### src/hw/slurm16_pkg.sv
// Shared widths, instruction classes, ALU and branch encodings, instruction union, stage structs.
`default_nettype none

package slurm16_pkg;

	localparam int BITS = 16;
	localparam int ADDRESS_BITS = 16;

	typedef logic [3:0] reg_sel_t;

	// **************************************************
	// Instruction encodings.
	// **************************************************

	typedef enum logic [3:0] {
		CLS_MISC      = 4'd0,	// 11:8 pick nop, sleep, int off, int on.
		CLS_ALU_RR    = 4'd1,
		CLS_ALU_RI    = 4'd2,
		CLS_ALU_R     = 4'd3,	// Operand B is zero.
		CLS_BRANCH    = 4'd4,
		CLS_RET       = 4'd5,	// Bit 0 marks iret.
		CLS_INT       = 4'd6,	// Vector in 3:0.
		CLS_PORT      = 4'd7,	// Bit 11 marks poke.
		CLS_LDST      = 4'd8,	// Bit 11 marks store.
		CLS_LDST_BYTE = 4'd9
	} ins_class_t;

	typedef enum logic [3:0] {
		ALU_MOV, ALU_ADD, ALU_ADC, ALU_SUB, ALU_SBB, ALU_AND,
		ALU_OR, ALU_XOR, ALU_CMP, ALU_TST, ALU_SHL, ALU_SHR
	} alu_op_t;

	typedef enum logic [3:0] {
		BR_ALWAYS, BR_Z, BR_NZ, BR_C, BR_NC, BR_S, BR_NS
	} branch_cond_t;

	typedef struct packed {
		ins_class_t cls;
		alu_op_t    op;
		reg_sel_t   dest;
		reg_sel_t   src;
	} alu_fmt_t;

	typedef struct packed {
		ins_class_t cls;
		logic [3:0] dir_or_cond;	// Direction or branch condition.
		reg_sel_t   dest;
		logic [3:0] aux;
	} mem_fmt_t;

	// Same word, read as ALU or memory/branch format.
	typedef union packed {
		alu_fmt_t alu_fmt;
		mem_fmt_t mem_fmt;
	} ins_word_t;

	// **************************************************
	// Transfers between blocks.
	// **************************************************

	typedef struct packed {
		alu_op_t           op;
		logic [BITS-1:0]   a;
		logic [BITS-1:0]   b;
		reg_sel_t          dest;
		logic              we;
	} alu_req_t;

	typedef struct packed {
		logic                    valid;
		logic                    store;
		logic                    is_port;
		logic [ADDRESS_BITS-1:0] address;
		logic [BITS-1:0]         wdata;
		logic [1:0]              mask;
		reg_sel_t                dest;
	} bus_req_t;

	typedef struct packed {
		logic            valid;
		reg_sel_t        dest;
		logic [BITS-1:0] data;
	} wb_t;

	typedef struct packed {
		logic                    psel;
		logic                    penable;
		logic                    pwrite;
		logic [ADDRESS_BITS-1:0] paddr;
		logic [BITS-1:0]         pwdata;
		logic [1:0]              pstrb;
	} apb_m_t;

	typedef struct packed {
		logic [BITS-1:0] prdata;
		logic            pready;
	} apb_s_t;

endpackage

`default_nettype wire

### src/hw/slurm16_execute.sv
// Execute stage: slot decode, ALU request register, branch, bus, interrupt-flag and halt requests.
`timescale 1ns/1ps
`default_nettype none

module slurm16_execute #(
	parameter int BITS = slurm16_pkg::BITS,
	parameter int ADDRESS_BITS = slurm16_pkg::ADDRESS_BITS
) (
	input  logic                    CLK,
	input  logic                    RSTb,
	input  logic                    ins_valid,
	input  logic                    ins_ready,
	input  slurm16_pkg::ins_word_t  instruction,
	input  logic [BITS-1:0]         reg_a,
	input  logic [BITS-1:0]         reg_b,
	input  logic [BITS-1:0]         imm_reg,
	input  logic                    z,
	input  logic                    c,
	input  logic                    s,
	output slurm16_pkg::alu_req_t   alu_req,
	output slurm16_pkg::bus_req_t   bus_req,
	output logic                    load_pc,
	output logic [ADDRESS_BITS-1:0] new_pc,
	output logic                    int_flag_set,
	output logic                    int_flag_clear,
	output logic                    halt
);
	import slurm16_pkg::*;

	logic                    accept;
	ins_class_t              cls;
	logic [ADDRESS_BITS-1:0] ls_addr;
	alu_op_t                 op_next;
	logic                    we_next;
	logic [BITS-1:0]         b_next;
	logic                    taken;

	assign accept = ins_valid & ins_ready;
	assign cls = instruction.alu_fmt.cls;
	assign ls_addr = ADDRESS_BITS'(reg_b + imm_reg);	// Memory and port address.

	// **************************************************
	// ALU request.
	// **************************************************

	always_comb begin
		op_next = ALU_MOV;
		we_next = 1'b0;
		b_next = reg_b;
		if (cls inside {CLS_ALU_RR, CLS_ALU_RI, CLS_ALU_R}) begin
			op_next = instruction.alu_fmt.op;
			we_next = !(instruction.alu_fmt.op inside {ALU_CMP, ALU_TST});
		end
		if (cls == CLS_ALU_RI)
			b_next = imm_reg;
		else if (cls == CLS_ALU_R)
			b_next = '0;
	end

	always_ff @(posedge CLK) begin
		if (!RSTb) begin
			alu_req.op <= ALU_MOV;
			alu_req.we <= 1'b0;
		end else begin
			// Idle cycles fall back to a mov that neither writes nor touches flags.
			alu_req.op <= accept ? op_next : ALU_MOV;
			alu_req.we <= accept & we_next;
		end
		if (accept) begin
			alu_req.a <= reg_a;
			alu_req.b <= b_next;
			alu_req.dest <= instruction.alu_fmt.dest;
		end
	end

	// **************************************************
	// Branch, interrupt and halt.
	// **************************************************

	always_comb begin
		case (branch_cond_t'(instruction.mem_fmt.dir_or_cond))
			BR_ALWAYS: taken = 1'b1;
			BR_Z:      taken = z;
			BR_NZ:     taken = !z;
			BR_C:      taken = c;
			BR_NC:     taken = !c;
			BR_S:      taken = s;
			BR_NS:     taken = !s;
			default:   taken = 1'b0;
		endcase
	end

	always_comb begin
		load_pc = 1'b0;
		new_pc = '0;
		int_flag_set = 1'b0;
		int_flag_clear = 1'b0;
		halt = 1'b0;
		if (accept) begin
			case (cls)
				CLS_MISC: begin
					case (instruction.mem_fmt.dir_or_cond)
						4'd1: halt = 1'b1;		// Sleep.
						4'd2: int_flag_clear = 1'b1;
						4'd3: int_flag_set = 1'b1;
						default: ;
					endcase
				end
				CLS_BRANCH: begin
					load_pc = taken;
					new_pc = ADDRESS_BITS'(reg_a + imm_reg);
				end
				CLS_RET: begin
					load_pc = 1'b1;
					new_pc = ADDRESS_BITS'(reg_a);
					int_flag_set = instruction.mem_fmt.aux[0];	// Iret re-enables.
				end
				CLS_INT: begin
					load_pc = 1'b1;
					new_pc = ADDRESS_BITS'({instruction.mem_fmt.aux, 2'b00});
				end
				default: ;
			endcase
		end
	end

	// Load, store, peek and poke requests.
	always_comb begin
		bus_req = '0;
		bus_req.store = instruction.mem_fmt.dir_or_cond[3];
		bus_req.address = ls_addr;
		bus_req.wdata = reg_a;
		bus_req.mask = 2'b11;
		bus_req.dest = instruction.mem_fmt.dest;
		case (cls)
			CLS_PORT: begin
				bus_req.valid = accept;
				bus_req.is_port = 1'b1;
			end
			CLS_LDST: bus_req.valid = accept;
			CLS_LDST_BYTE: begin
				bus_req.valid = accept;
				bus_req.mask = ls_addr[0] ? 2'b10 : 2'b01;
				if (ls_addr[0])
					bus_req.wdata = reg_a << 8;	// Odd byte goes to the high lane.
			end
			default: ;
		endcase
	end

endmodule

`default_nettype wire

### src/hw/slurm16_alu.sv
// ALU datapath with result output and Z, C, S flag register.
`timescale 1ns/1ps
`default_nettype none

module slurm16_alu #(
	parameter int BITS = slurm16_pkg::BITS
) (
	input  logic                  CLK,
	input  logic                  RSTb,
	input  slurm16_pkg::alu_req_t alu_req,
	output slurm16_pkg::wb_t      result,
	output logic                  z,
	output logic                  c,
	output logic                  s
);
	import slurm16_pkg::*;

	logic [BITS:0] wide;	// Carry on top.
	logic          flag_upd;

	always_comb begin
		case (alu_req.op)
			ALU_ADD: wide = {1'b0, alu_req.a} + {1'b0, alu_req.b};
			ALU_ADC: wide = {1'b0, alu_req.a} + {1'b0, alu_req.b} + {{BITS{1'b0}}, c};
			ALU_SUB, ALU_CMP: wide = {1'b0, alu_req.a} - {1'b0, alu_req.b};
			ALU_SBB: wide = {1'b0, alu_req.a} - {1'b0, alu_req.b} - {{BITS{1'b0}}, c};
			ALU_AND, ALU_TST: wide = {c, alu_req.a & alu_req.b};
			ALU_OR:  wide = {c, alu_req.a | alu_req.b};
			ALU_XOR: wide = {c, alu_req.a ^ alu_req.b};
			ALU_SHL: wide = {alu_req.a, 1'b0};
			ALU_SHR: wide = {alu_req.a[0], 1'b0, alu_req.a[BITS-1:1]};
			default: wide = {c, alu_req.b};		// Mov and spare codes.
		endcase
	end

	assign flag_upd = alu_req.we | (alu_req.op inside {ALU_CMP, ALU_TST});

	assign result.valid = alu_req.we;
	assign result.dest = alu_req.dest;
	assign result.data = wide[BITS-1:0];

	always_ff @(posedge CLK) begin
		if (!RSTb) begin
			z <= 1'b0;
			c <= 1'b0;
			s <= 1'b0;
		end else if (flag_upd) begin
			z <= (wide[BITS-1:0] == '0);
			c <= wide[BITS];
			s <= wide[BITS-1];
		end
	end

	// Idle and non-ALU slots arrive as a non-writing mov, so flags stay put.
	a_idle_is_mov: assert property (@(posedge CLK) disable iff (!RSTb)
		!alu_req.we |-> (alu_req.op inside {ALU_MOV, ALU_CMP, ALU_TST}))
		else $error("Non-writing ALU request with an op other than mov, cmp or tst.");

endmodule

`default_nettype wire

### src/hw/slurm16_bus_bridge.sv
// APB master bridge: IDLE/SETUP/ACCESS FSM, port offset, byte lane select on loads.
`timescale 1ns/1ps
`default_nettype none

module slurm16_bus_bridge #(
	parameter int BITS = slurm16_pkg::BITS,
	parameter int ADDRESS_BITS = slurm16_pkg::ADDRESS_BITS
) (
	input  logic                  CLK,
	input  logic                  RSTb,
	input  slurm16_pkg::bus_req_t bus_req,
	input  slurm16_pkg::apb_s_t   apb_in,
	output slurm16_pkg::apb_m_t   apb_out,
	output logic                  busy,
	output slurm16_pkg::wb_t      result
);
	import slurm16_pkg::*;

	typedef enum logic [1:0] {ST_IDLE, ST_SETUP, ST_ACCESS} state_t;

	// Port space sits above the top address bit.
	localparam logic [ADDRESS_BITS-1:0] PORT_BASE = {1'b1, {(ADDRESS_BITS-1){1'b0}}};

	state_t          state;
	bus_req_t        req;
	logic            done;
	logic [BITS-1:0] rd_data;

	assign done = (state == ST_ACCESS) && apb_in.pready;
	assign busy = (state != ST_IDLE);

	always_ff @(posedge CLK) begin
		if (!RSTb) begin
			state <= ST_IDLE;
		end else begin
			case (state)
				ST_IDLE:   if (bus_req.valid) state <= ST_SETUP;
				ST_SETUP:  state <= ST_ACCESS;
				ST_ACCESS: if (apb_in.pready) state <= ST_IDLE;
				default:   state <= ST_IDLE;
			endcase
		end
		if (state == ST_IDLE && bus_req.valid)
			req <= bus_req;
	end

	always_comb begin
		apb_out.psel = busy;
		apb_out.penable = (state == ST_ACCESS);
		apb_out.pwrite = req.store;
		apb_out.paddr = req.is_port ? req.address + PORT_BASE : req.address;
		apb_out.pwdata = req.wdata;
		apb_out.pstrb = req.store ? req.mask : 2'b00;
	end

	// Byte loads come back zero-extended.
	always_comb begin
		case (req.mask)
			2'b01:   rd_data = BITS'(apb_in.prdata[7:0]);
			2'b10:   rd_data = BITS'(apb_in.prdata[15:8]);
			default: rd_data = apb_in.prdata;
		endcase
	end

	always_ff @(posedge CLK) begin
		if (!RSTb)
			result.valid <= 1'b0;
		else
			result.valid <= done & !req.store;
		result.dest <= req.dest;
		result.data <= rd_data;
	end

	a_paddr_stable: assert property (@(posedge CLK) disable iff (!RSTb)
		(state == ST_ACCESS) |-> $stable(apb_out.paddr))
		else $error("PADDR moved during ACCESS.");

endmodule

`default_nettype wire

### src/hw/slurm16_writeback.sv
// Writeback merger: one registered register write from ALU or load results.
`timescale 1ns/1ps
`default_nettype none

module slurm16_writeback (
	input  logic             CLK,
	input  logic             RSTb,
	input  slurm16_pkg::wb_t alu_res,
	input  slurm16_pkg::wb_t bus_res,
	output slurm16_pkg::wb_t wb
);
	import slurm16_pkg::*;

	wb_t sel;

	assign sel = bus_res.valid ? bus_res : alu_res;

	always_ff @(posedge CLK) begin
		if (!RSTb)
			wb.valid <= 1'b0;
		else
			wb.valid <= sel.valid;
		wb.dest <= sel.dest;
		wb.data <= sel.data;
	end

	// The stage stalls during a load, so an ALU result cannot land with it.
	a_single_source: assert property (@(posedge CLK) disable iff (!RSTb)
		!(alu_res.valid && bus_res.valid))
		else $error("ALU and load results collided at writeback.");

endmodule

`default_nettype wire

### src/hw/slurm16_exec_top.sv
// Execute stage top: stage decode, ALU, APB bridge and writeback merger.
`timescale 1ns/1ps
`default_nettype none

module slurm16_exec_top #(
	parameter int BITS = slurm16_pkg::BITS,
	parameter int ADDRESS_BITS = slurm16_pkg::ADDRESS_BITS
) (
	input  logic                    CLK,
	input  logic                    RSTb,
	input  logic                    ins_valid,
	output logic                    ins_ready,
	input  slurm16_pkg::ins_word_t  instruction,
	input  logic [BITS-1:0]         reg_a,
	input  logic [BITS-1:0]         reg_b,
	input  logic [BITS-1:0]         imm_reg,
	output slurm16_pkg::apb_m_t     apb_out,
	input  slurm16_pkg::apb_s_t     apb_in,
	output slurm16_pkg::wb_t        wb,
	output logic                    load_pc,
	output logic [ADDRESS_BITS-1:0] new_pc,
	output logic                    int_flag_set,
	output logic                    int_flag_clear,
	output logic                    halt
);
	import slurm16_pkg::*;

	alu_req_t alu_req;
	bus_req_t bus_req;
	wb_t      alu_res;
	wb_t      bus_res;
	logic     z, c, s;
	logic     busy;

	assign ins_ready = !busy;	// Stall while a transfer is open.

	slurm16_execute #(.BITS(BITS), .ADDRESS_BITS(ADDRESS_BITS)) u_execute (
		.CLK, .RSTb, .ins_valid, .ins_ready, .instruction, .reg_a, .reg_b, .imm_reg,
		.z, .c, .s, .alu_req, .bus_req, .load_pc, .new_pc,
		.int_flag_set, .int_flag_clear, .halt
	);

	slurm16_alu #(.BITS(BITS)) u_alu (
		.CLK, .RSTb, .alu_req, .result(alu_res), .z, .c, .s
	);

	slurm16_bus_bridge #(.BITS(BITS), .ADDRESS_BITS(ADDRESS_BITS)) u_bridge (
		.CLK, .RSTb, .bus_req, .apb_in, .apb_out, .busy, .result(bus_res)
	);

	slurm16_writeback u_writeback (
		.CLK, .RSTb, .alu_res, .bus_res, .wb
	);

endmodule

`default_nettype wire

### config.mk
export PLATFORM = sky130hd
export DESIGN_NAME = slurm16_exec_top
export DESIGN_NICKNAME = d
export VERILOG_FILES = /design/src/hw/slurm16_pkg.sv /design/src/hw/slurm16_execute.sv /design/src/hw/slurm16_alu.sv /design/src/hw/slurm16_bus_bridge.sv /design/src/hw/slurm16_writeback.sv /design/src/hw/slurm16_exec_top.sv
export SDC_FILE = /design/constraint.sdc
export NUM_CORES = 1
export LEC_CHECK = 0
export BUFFER_PORTS_ARGS = -buffer_cell sky130_fd_sc_hd__buf_2
export CORE_UTILIZATION = 25
export CTS_CLUSTER_SIZE = 25
export DETAILED_ROUTE_END_ITERATION = 7
export GPL_ROUTABILITY_DRIVEN = 0
export SYNTH_ARGS = -nofsm -noshare
export SYNTH_HDL_FRONTEND = slang
export SYNTH_SLANG_ARGS = --single-unit
### constraint.sdc
create_clock -name CLK -period 4.41 [get_ports CLK]
set_input_delay 0.2205 -clock CLK [delete_from_list [all_inputs] [get_ports CLK]]
set_output_delay 0.2205 -clock CLK [all_outputs]
set_load 0.03 [all_outputs]
# [After elaboration in Yosys (flattened, before gate mapping)]
# Index checks and enable logic that the tools add are counted.
[word_totals] reg_bits=128 input_bits=84 output_inout_bits=79
[op_classes] add_sub_neg=7 n_eq_ne=34 n_mux=30 n_bitwise=10 reduce_logical=24
[op_table] op="$pmux W17 S9" n=1
[op_table] op="$mux W16" n=5
[op_table] op="$pmux W16 S3" n=1
[op_table] op="$eq A4 B3 Y1 const B" n=11
[op_table] op="$add A16 B16 Y16" n=2
[op_table] op="$eq A4 B4 Y1 const B" n=8
[op_table] op="$pmux W16 S2" n=1
[op_table] op="$eq A4 B2 Y1 const B" n=6
[op_table] op="$mux W21" n=1
[op_table] op="$mux W18" n=1
[op_table] op="$add A16 B16 Y17" n=1
[op_table] op="$add A17 B1 Y17" n=1
[op_table] op="$sub A16 B16 Y17" n=1
[op_table] op="$sub A17 B1 Y17" n=1
[op_table] op="$add A16 B16 Y16 const B" n=1
[op_table] op="$and A16 B16 Y16" n=1
[op_table] op="$logic_not A16 Y1" n=1
[op_table] op="$or A16 B16 Y16" n=1
[op_table] op="$xor A16 B16 Y16" n=1
[op_table] op="$eq A4 B1 Y1 const B" n=3
[op_table] op="$mux W1" n=12
[op_table] op="$logic_not A4 Y1" n=2
[op_table] op="$mux W2" n=4
[op_table] op="$pmux W1 S7" n=1
[op_table] op="19 further kinds" n=37

# [Depth between registers and ports, before layout]
[depth] depth_word=6 mapped_depth=15

# [Modules after synthesis]
# From an unflattened synthesis, not the netlist that was laid out.
[unflattened] hier_cells=1245 hier_area_um2=11031.8
[modules_own_cells] mod="slurm16_alu" n_inst=1 cells_each=633 area_per_inst_um2=4431.8 seq_area_each_um2=60.1
[modules_own_cells] mod="slurm16_execute" n_inst=1 cells_each=436 area_per_inst_um2=3669.8 seq_area_each_um2=1181.1
[modules_own_cells] mod="slurm16_bus_bridge" n_inst=1 cells_each=131 area_per_inst_um2=2179.6 seq_area_each_um2=1661.6
[modules_own_cells] mod="slurm16_writeback" n_inst=1 cells_each=44 area_per_inst_um2=747.0 seq_area_each_um2=420.4
[modules_own_cells] mod="slurm16_exec_top" n_inst=1 cells_each=1 area_per_inst_um2=3.8 seq_area_each_um2=0.0

# [Least setup slack after synthesis]
# No wires, ideal clock.
[synth_timing] path_kind="register -> register" from="register u_execute.alu_req[5] (netlist name)" to="register u_writeback.wb[14] (netlist name)" setup_ps=121 arrival_time_ps=3740 slack_ps=549 path_stages_with_launch=14 n_path_buf=0 cell_sequence="edfxtp_1 -> ha_1 -> fa_1 -> a21o_1 -> a311o_1 -> a2111oi_0 -> nor3_1 -> xnor2_1 -> nand2_1 -> nor4_1 -> xnor2_1 -> nor2_1 -> o32a_1 -> mux2_2"

==> impl_metrics.py <==
metrics = {
    "sta": {
        "slew_violations": 0,
        "period_share": 0.951,
        "setup_violations": 0,
        "max_freq_mhz": 238,
        "setup_tns_ns": 0,
        "finClkSkew_ns": 0.0132,
        "period_needed_ns": 4.19,
        "rsz0062_at_grt": "no",
        "tightest_slew_ns": 1.09,
        "hold_viol": 0,
        "slew_headroom": 0.273,
    },
    "yosys": {
        "syn_nets": 1377,
        "synthFlopType": "edfxtp_1",
        "ys_ff_latch": 128,
        "async_reset_ff_frac": 0,
        "synth-edff-count": 76,
        "synth-simple-area-share": 0.195,
        "synth-compound-area-share": 0.225,
        "synthMuxAreaShare": 0.0265,
        "synth_area_um2": 10500,
        "avgSynthCellArea_um2": 8.78,
        "ys_types": 90,
        "synth_xor_area_frac": 0.0516,
        "synth_top_family_by_area": "compound AO/OA/AOI/OAI gates",
        "synth_fa_ha_area_frac": 0.115,
        "syn_inst": 1199,
        "synth_warnings": 0,
        "ys_seq_area_frac": 0.316,
    },
    "pwr": {
        "p_per_area_nw_per_um2": 319,
        "switching_share": 0.341,
        "p_int_uw": 2610,
        "share_seq_of_total_power": 0.351,
        "leakagePower_uw": 0.00504,
        "combPwrFrac": 0.294,
        "switchingPower_uw": 1350,
        "peakVddDrop_uv": 246,
        "clockPowerShare": 0.354,
    },
    "routing": {
        "wirelength_mm": 34.8,
        "detail_route.first_pass.iterations": 6,
        "wl_per_cell_um": 18.6,
        "num_vias": 9756,
        "met1_length_mm": 14.1,
        "vias_per_cell": 5.21,
        "drcViolationCount": 0,
        "wl_met3_mm": 2.97,
        "highest_layer": "met4",
        "wl_met2_mm": 15.8,
        "drtIter0Drc": 812,
        "final_antenna_net_count": 0,
    },
    "outcome": {
        "status": "complete, no violations",
    },
    "grt": {
        "grt_pass1_wl_mm": 53.6,
        "antenna_found_initial": 0,
        "grt_max_degree": 42,
        "grt_overflow_total": 0,
        "grt_pass1_vias": 9582,
        "grt_usage": 0.159,
    },
    "critical_path": {
        "crit_start": "u_execute.alu_req[5]$_DFFE_PP_",
        "r2r.worst_path.cells": 13,
        "critPathMaxStageDelay_ns": 0.46,
        "critPathCapture": "u_writeback.wb[14]$_DFF_P_",
        "cp-start-kind": "flop",
        "crit_type": "flop to flop",
        "slowest_stage": "fa_1",
        "reg2reg_from": "u_execute.alu_req[5]$_DFFE_PP_",
        "r2r_end": "u_writeback.wb[14]$_DFF_P_",
        "endpoint_kind": "flop",
        "critPathArrivalTime_ns": 4.52,
        "crit_chain": "ha_1 > fa_1 > a21o_1 > a311o_1 > a22oi_2 > o211ai_1 > nor3_1 > nand2_1 > nor4_2 > xnor2_1 > nor2_1 > o32a_1 > mux2_2",
        "cp_max_fo": 5,
        "r2r_setup_slack_ns": 0.22,
        "crit_required_ns": 4.73,
    },
    "floorplanning": {
        "start_util": 0.256,
        "die_area_um2": 42900,
        "placementRows": 74,
        "io_pins": 163,
        "fp.dieW_um": 207,
        "die_h_um": 207,
        "fp.coreArea_um2": 41200,
    },
    "placed_design": {
        "dpl.hpwl_mm": 27.5,
        "port_buffers": 162,
        "placed_area_um2": 11700,
    },
    "clock_tree": {
        "ctsHtreeMaxLevel": 4,
        "cts_sinks": 128,
        "post_cts_buffers": 0,
        "path_clk_slew_ns": 0.06,
        "cts-root-buf": "clkbuf_16",
        "cts_buffers": 17,
        "clk_path_buf_depth": 2,
        "cts_tree": "yes",
        "insertion_delay_ns": 0.43,
    },
    "flow_run": {
        "maxCapViolations": 0,
    },
    "final_layout": {
        "area_growth_pct": 17.9,
        "final_util": 0.301,
        "seq_area_um2": 3320,
        "layout-drive-gt1-share": 0.203,
        "layout_commonest_cell": "buf_2",
        "stdcell_area_um2": 12400,
        "fillers": 4304,
        "layout_common_cells": "buf_2 (162), nor2_1 (96), ha_1 (90)",
        "multi_input_area_um2": 6460,
        "nets": 1503,
    },
    "hold_path": {
        "min-delay-start": "apb_in[7]",
        "hold_class": "primary input to flop",
    },
}
[cell families (layout without fill, tap and decap cells)]
| logic type | after synthesis | count (layout) |
|---|---|---|
| AOI/OAI and AO/OA | 334 | 334 |
| xor gates and xnor gates | 62 | 62 |
| adders and majority gates | 94 | 94 |
| buffers and inverters | 165 | 304 |
| DFF | 128 | 128 |
| muxes | 24 | 24 |
| other | 0 | 1 |
| and+or+nand+nor | 392 | 392 |
[how the worst min path moves through the flow]
stage / cells after the start / slack, ns / to
finish: 2 / 0.01 / u_bridge.result[6]$_DFF_P_
floorplan: 1 / 0.32 / u_execute.alu_req[0]$_SDFF_PN0_
global route: 2 / 0.008 / u_bridge.result[6]$_DFF_P_
detailed placement: 0 / 0.33 / u_bridge.result[19]$_DFF_P_
global placement: 0 / 0.32 / u_bridge.result[16]$_DFF_P_
CTS: 2 / 0.002 / u_bridge.result[6]$_DFF_P_
[power groups by stage]
stage,Sequential (uW),Clock (uW),Combinational (uW)
2_1_floorplan,1440,0,784
3_3_place_gp,1420,0,1120
3_5_place_dp,1420,0,1130
4_1_cts,1390,1430,1150
5_1_grt,1400,1470,1270
6_report,1390,1400,1170
[stage by stage]
stage	hold WS [ns]	total power, uW	setup slack (ns)	instances
4_1_cts	0.00204	3960	0.119	1870
2_1_floorplan	0.315	2230	0.549	1199
3_3_place_gp	0.323	2530	0.164	1829
3_5_place_dp	0.330	2550	0.120	1829
5_1_grt	0.00796	4140	0.00159	1870
6_report	0.0115	3960	0.215	1871
[critical path, delay by kind of cell (launching register included)]
kind / cells / cell delay (ns)
adder cells (fa/ha/maj): 2 / 0.75
AO/OA/AOI/OAI: 5 / 1.63
AND/OR/NAND/NOR: 4 / 0.84
XOR/XNOR: 1 / 0.16
flip-flops: 1 / 0.45
multiplexers: 1 / 0.27
[registers in the layout (all words and copies together), names as in the netlist]
name               flops
u_alu.c                1
u_alu.s                1
u_alu.z                1
u_bridge.apb_out      17
u_bridge.req          23
u_bridge.result       21
u_bridge.state         2
u_execute.alu_req     41
u_writeback.wb        21
[per-layer routing]
metal,global-route usage,up-vias
met3,0.0396,91
li1,-,4623
met4,0.0921,0
met5,0,-
met1,0.190,4570
met2,0.260,472
[cell usage after synthesis (all sizes together) (9+ instances only)]
| cell type | count | area share |
|---|---|---|
| a2111oi | 10 | 0.0083 |
| a211oi | 10 | 0.0081 |
| a21o | 14 | 0.010 |
| a21oi | 65 | 0.031 |
| a221oi | 18 | 0.015 |
| a22o | 9 | 0.0075 |
| a22oi | 26 | 0.019 |
| and2 | 27 | 0.016 |
| buf | 45 | 0.030 |
| clkbuf | 44 | 0.016 |
| dfxtp | 52 | 0.099 |
| edfxtp | 76 | 0.22 |
| ha | 90 | 0.11 |
| inv | 76 | 0.027 |
| mux2 | 21 | 0.022 |
| nand2 | 86 | 0.031 |
| nand2b | 33 | 0.020 |
| nand3 | 24 | 0.011 |
| nor2 | 96 | 0.034 |
| nor2b | 18 | 0.011 |
| nor3 | 31 | 0.015 |
| nor4 | 9 | 0.0082 |
| o211ai | 15 | 0.011 |
| o21a | 9 | 0.0064 |
| o21ai | 66 | 0.031 |
| or2 | 10 | 0.0059 |
| or3 | 10 | 0.0059 |
| xnor2 | 47 | 0.039 |
| xor2 | 15 | 0.012 |
[layout make-up]
cell class	count	area share
Multi-Input combinational cell	906	0.520
Sequential cell	128	0.268
Antenna cell	1	0.000202
Inverter	76	0.0230
Timing Repair Buffer	196	0.0877
Clock buffer	18	0.0363
Tap cell	532	0.0536
Clock inverter	14	0.0115
[timing repair]
item,in CTS,in global routing
hold buffers,9,0
endpoints found under the setup margin,0,3
gates resized for setup,0,2
hold endpoints to repair,13,0
No activity file was read; power rests on OpenSTA's default activity.
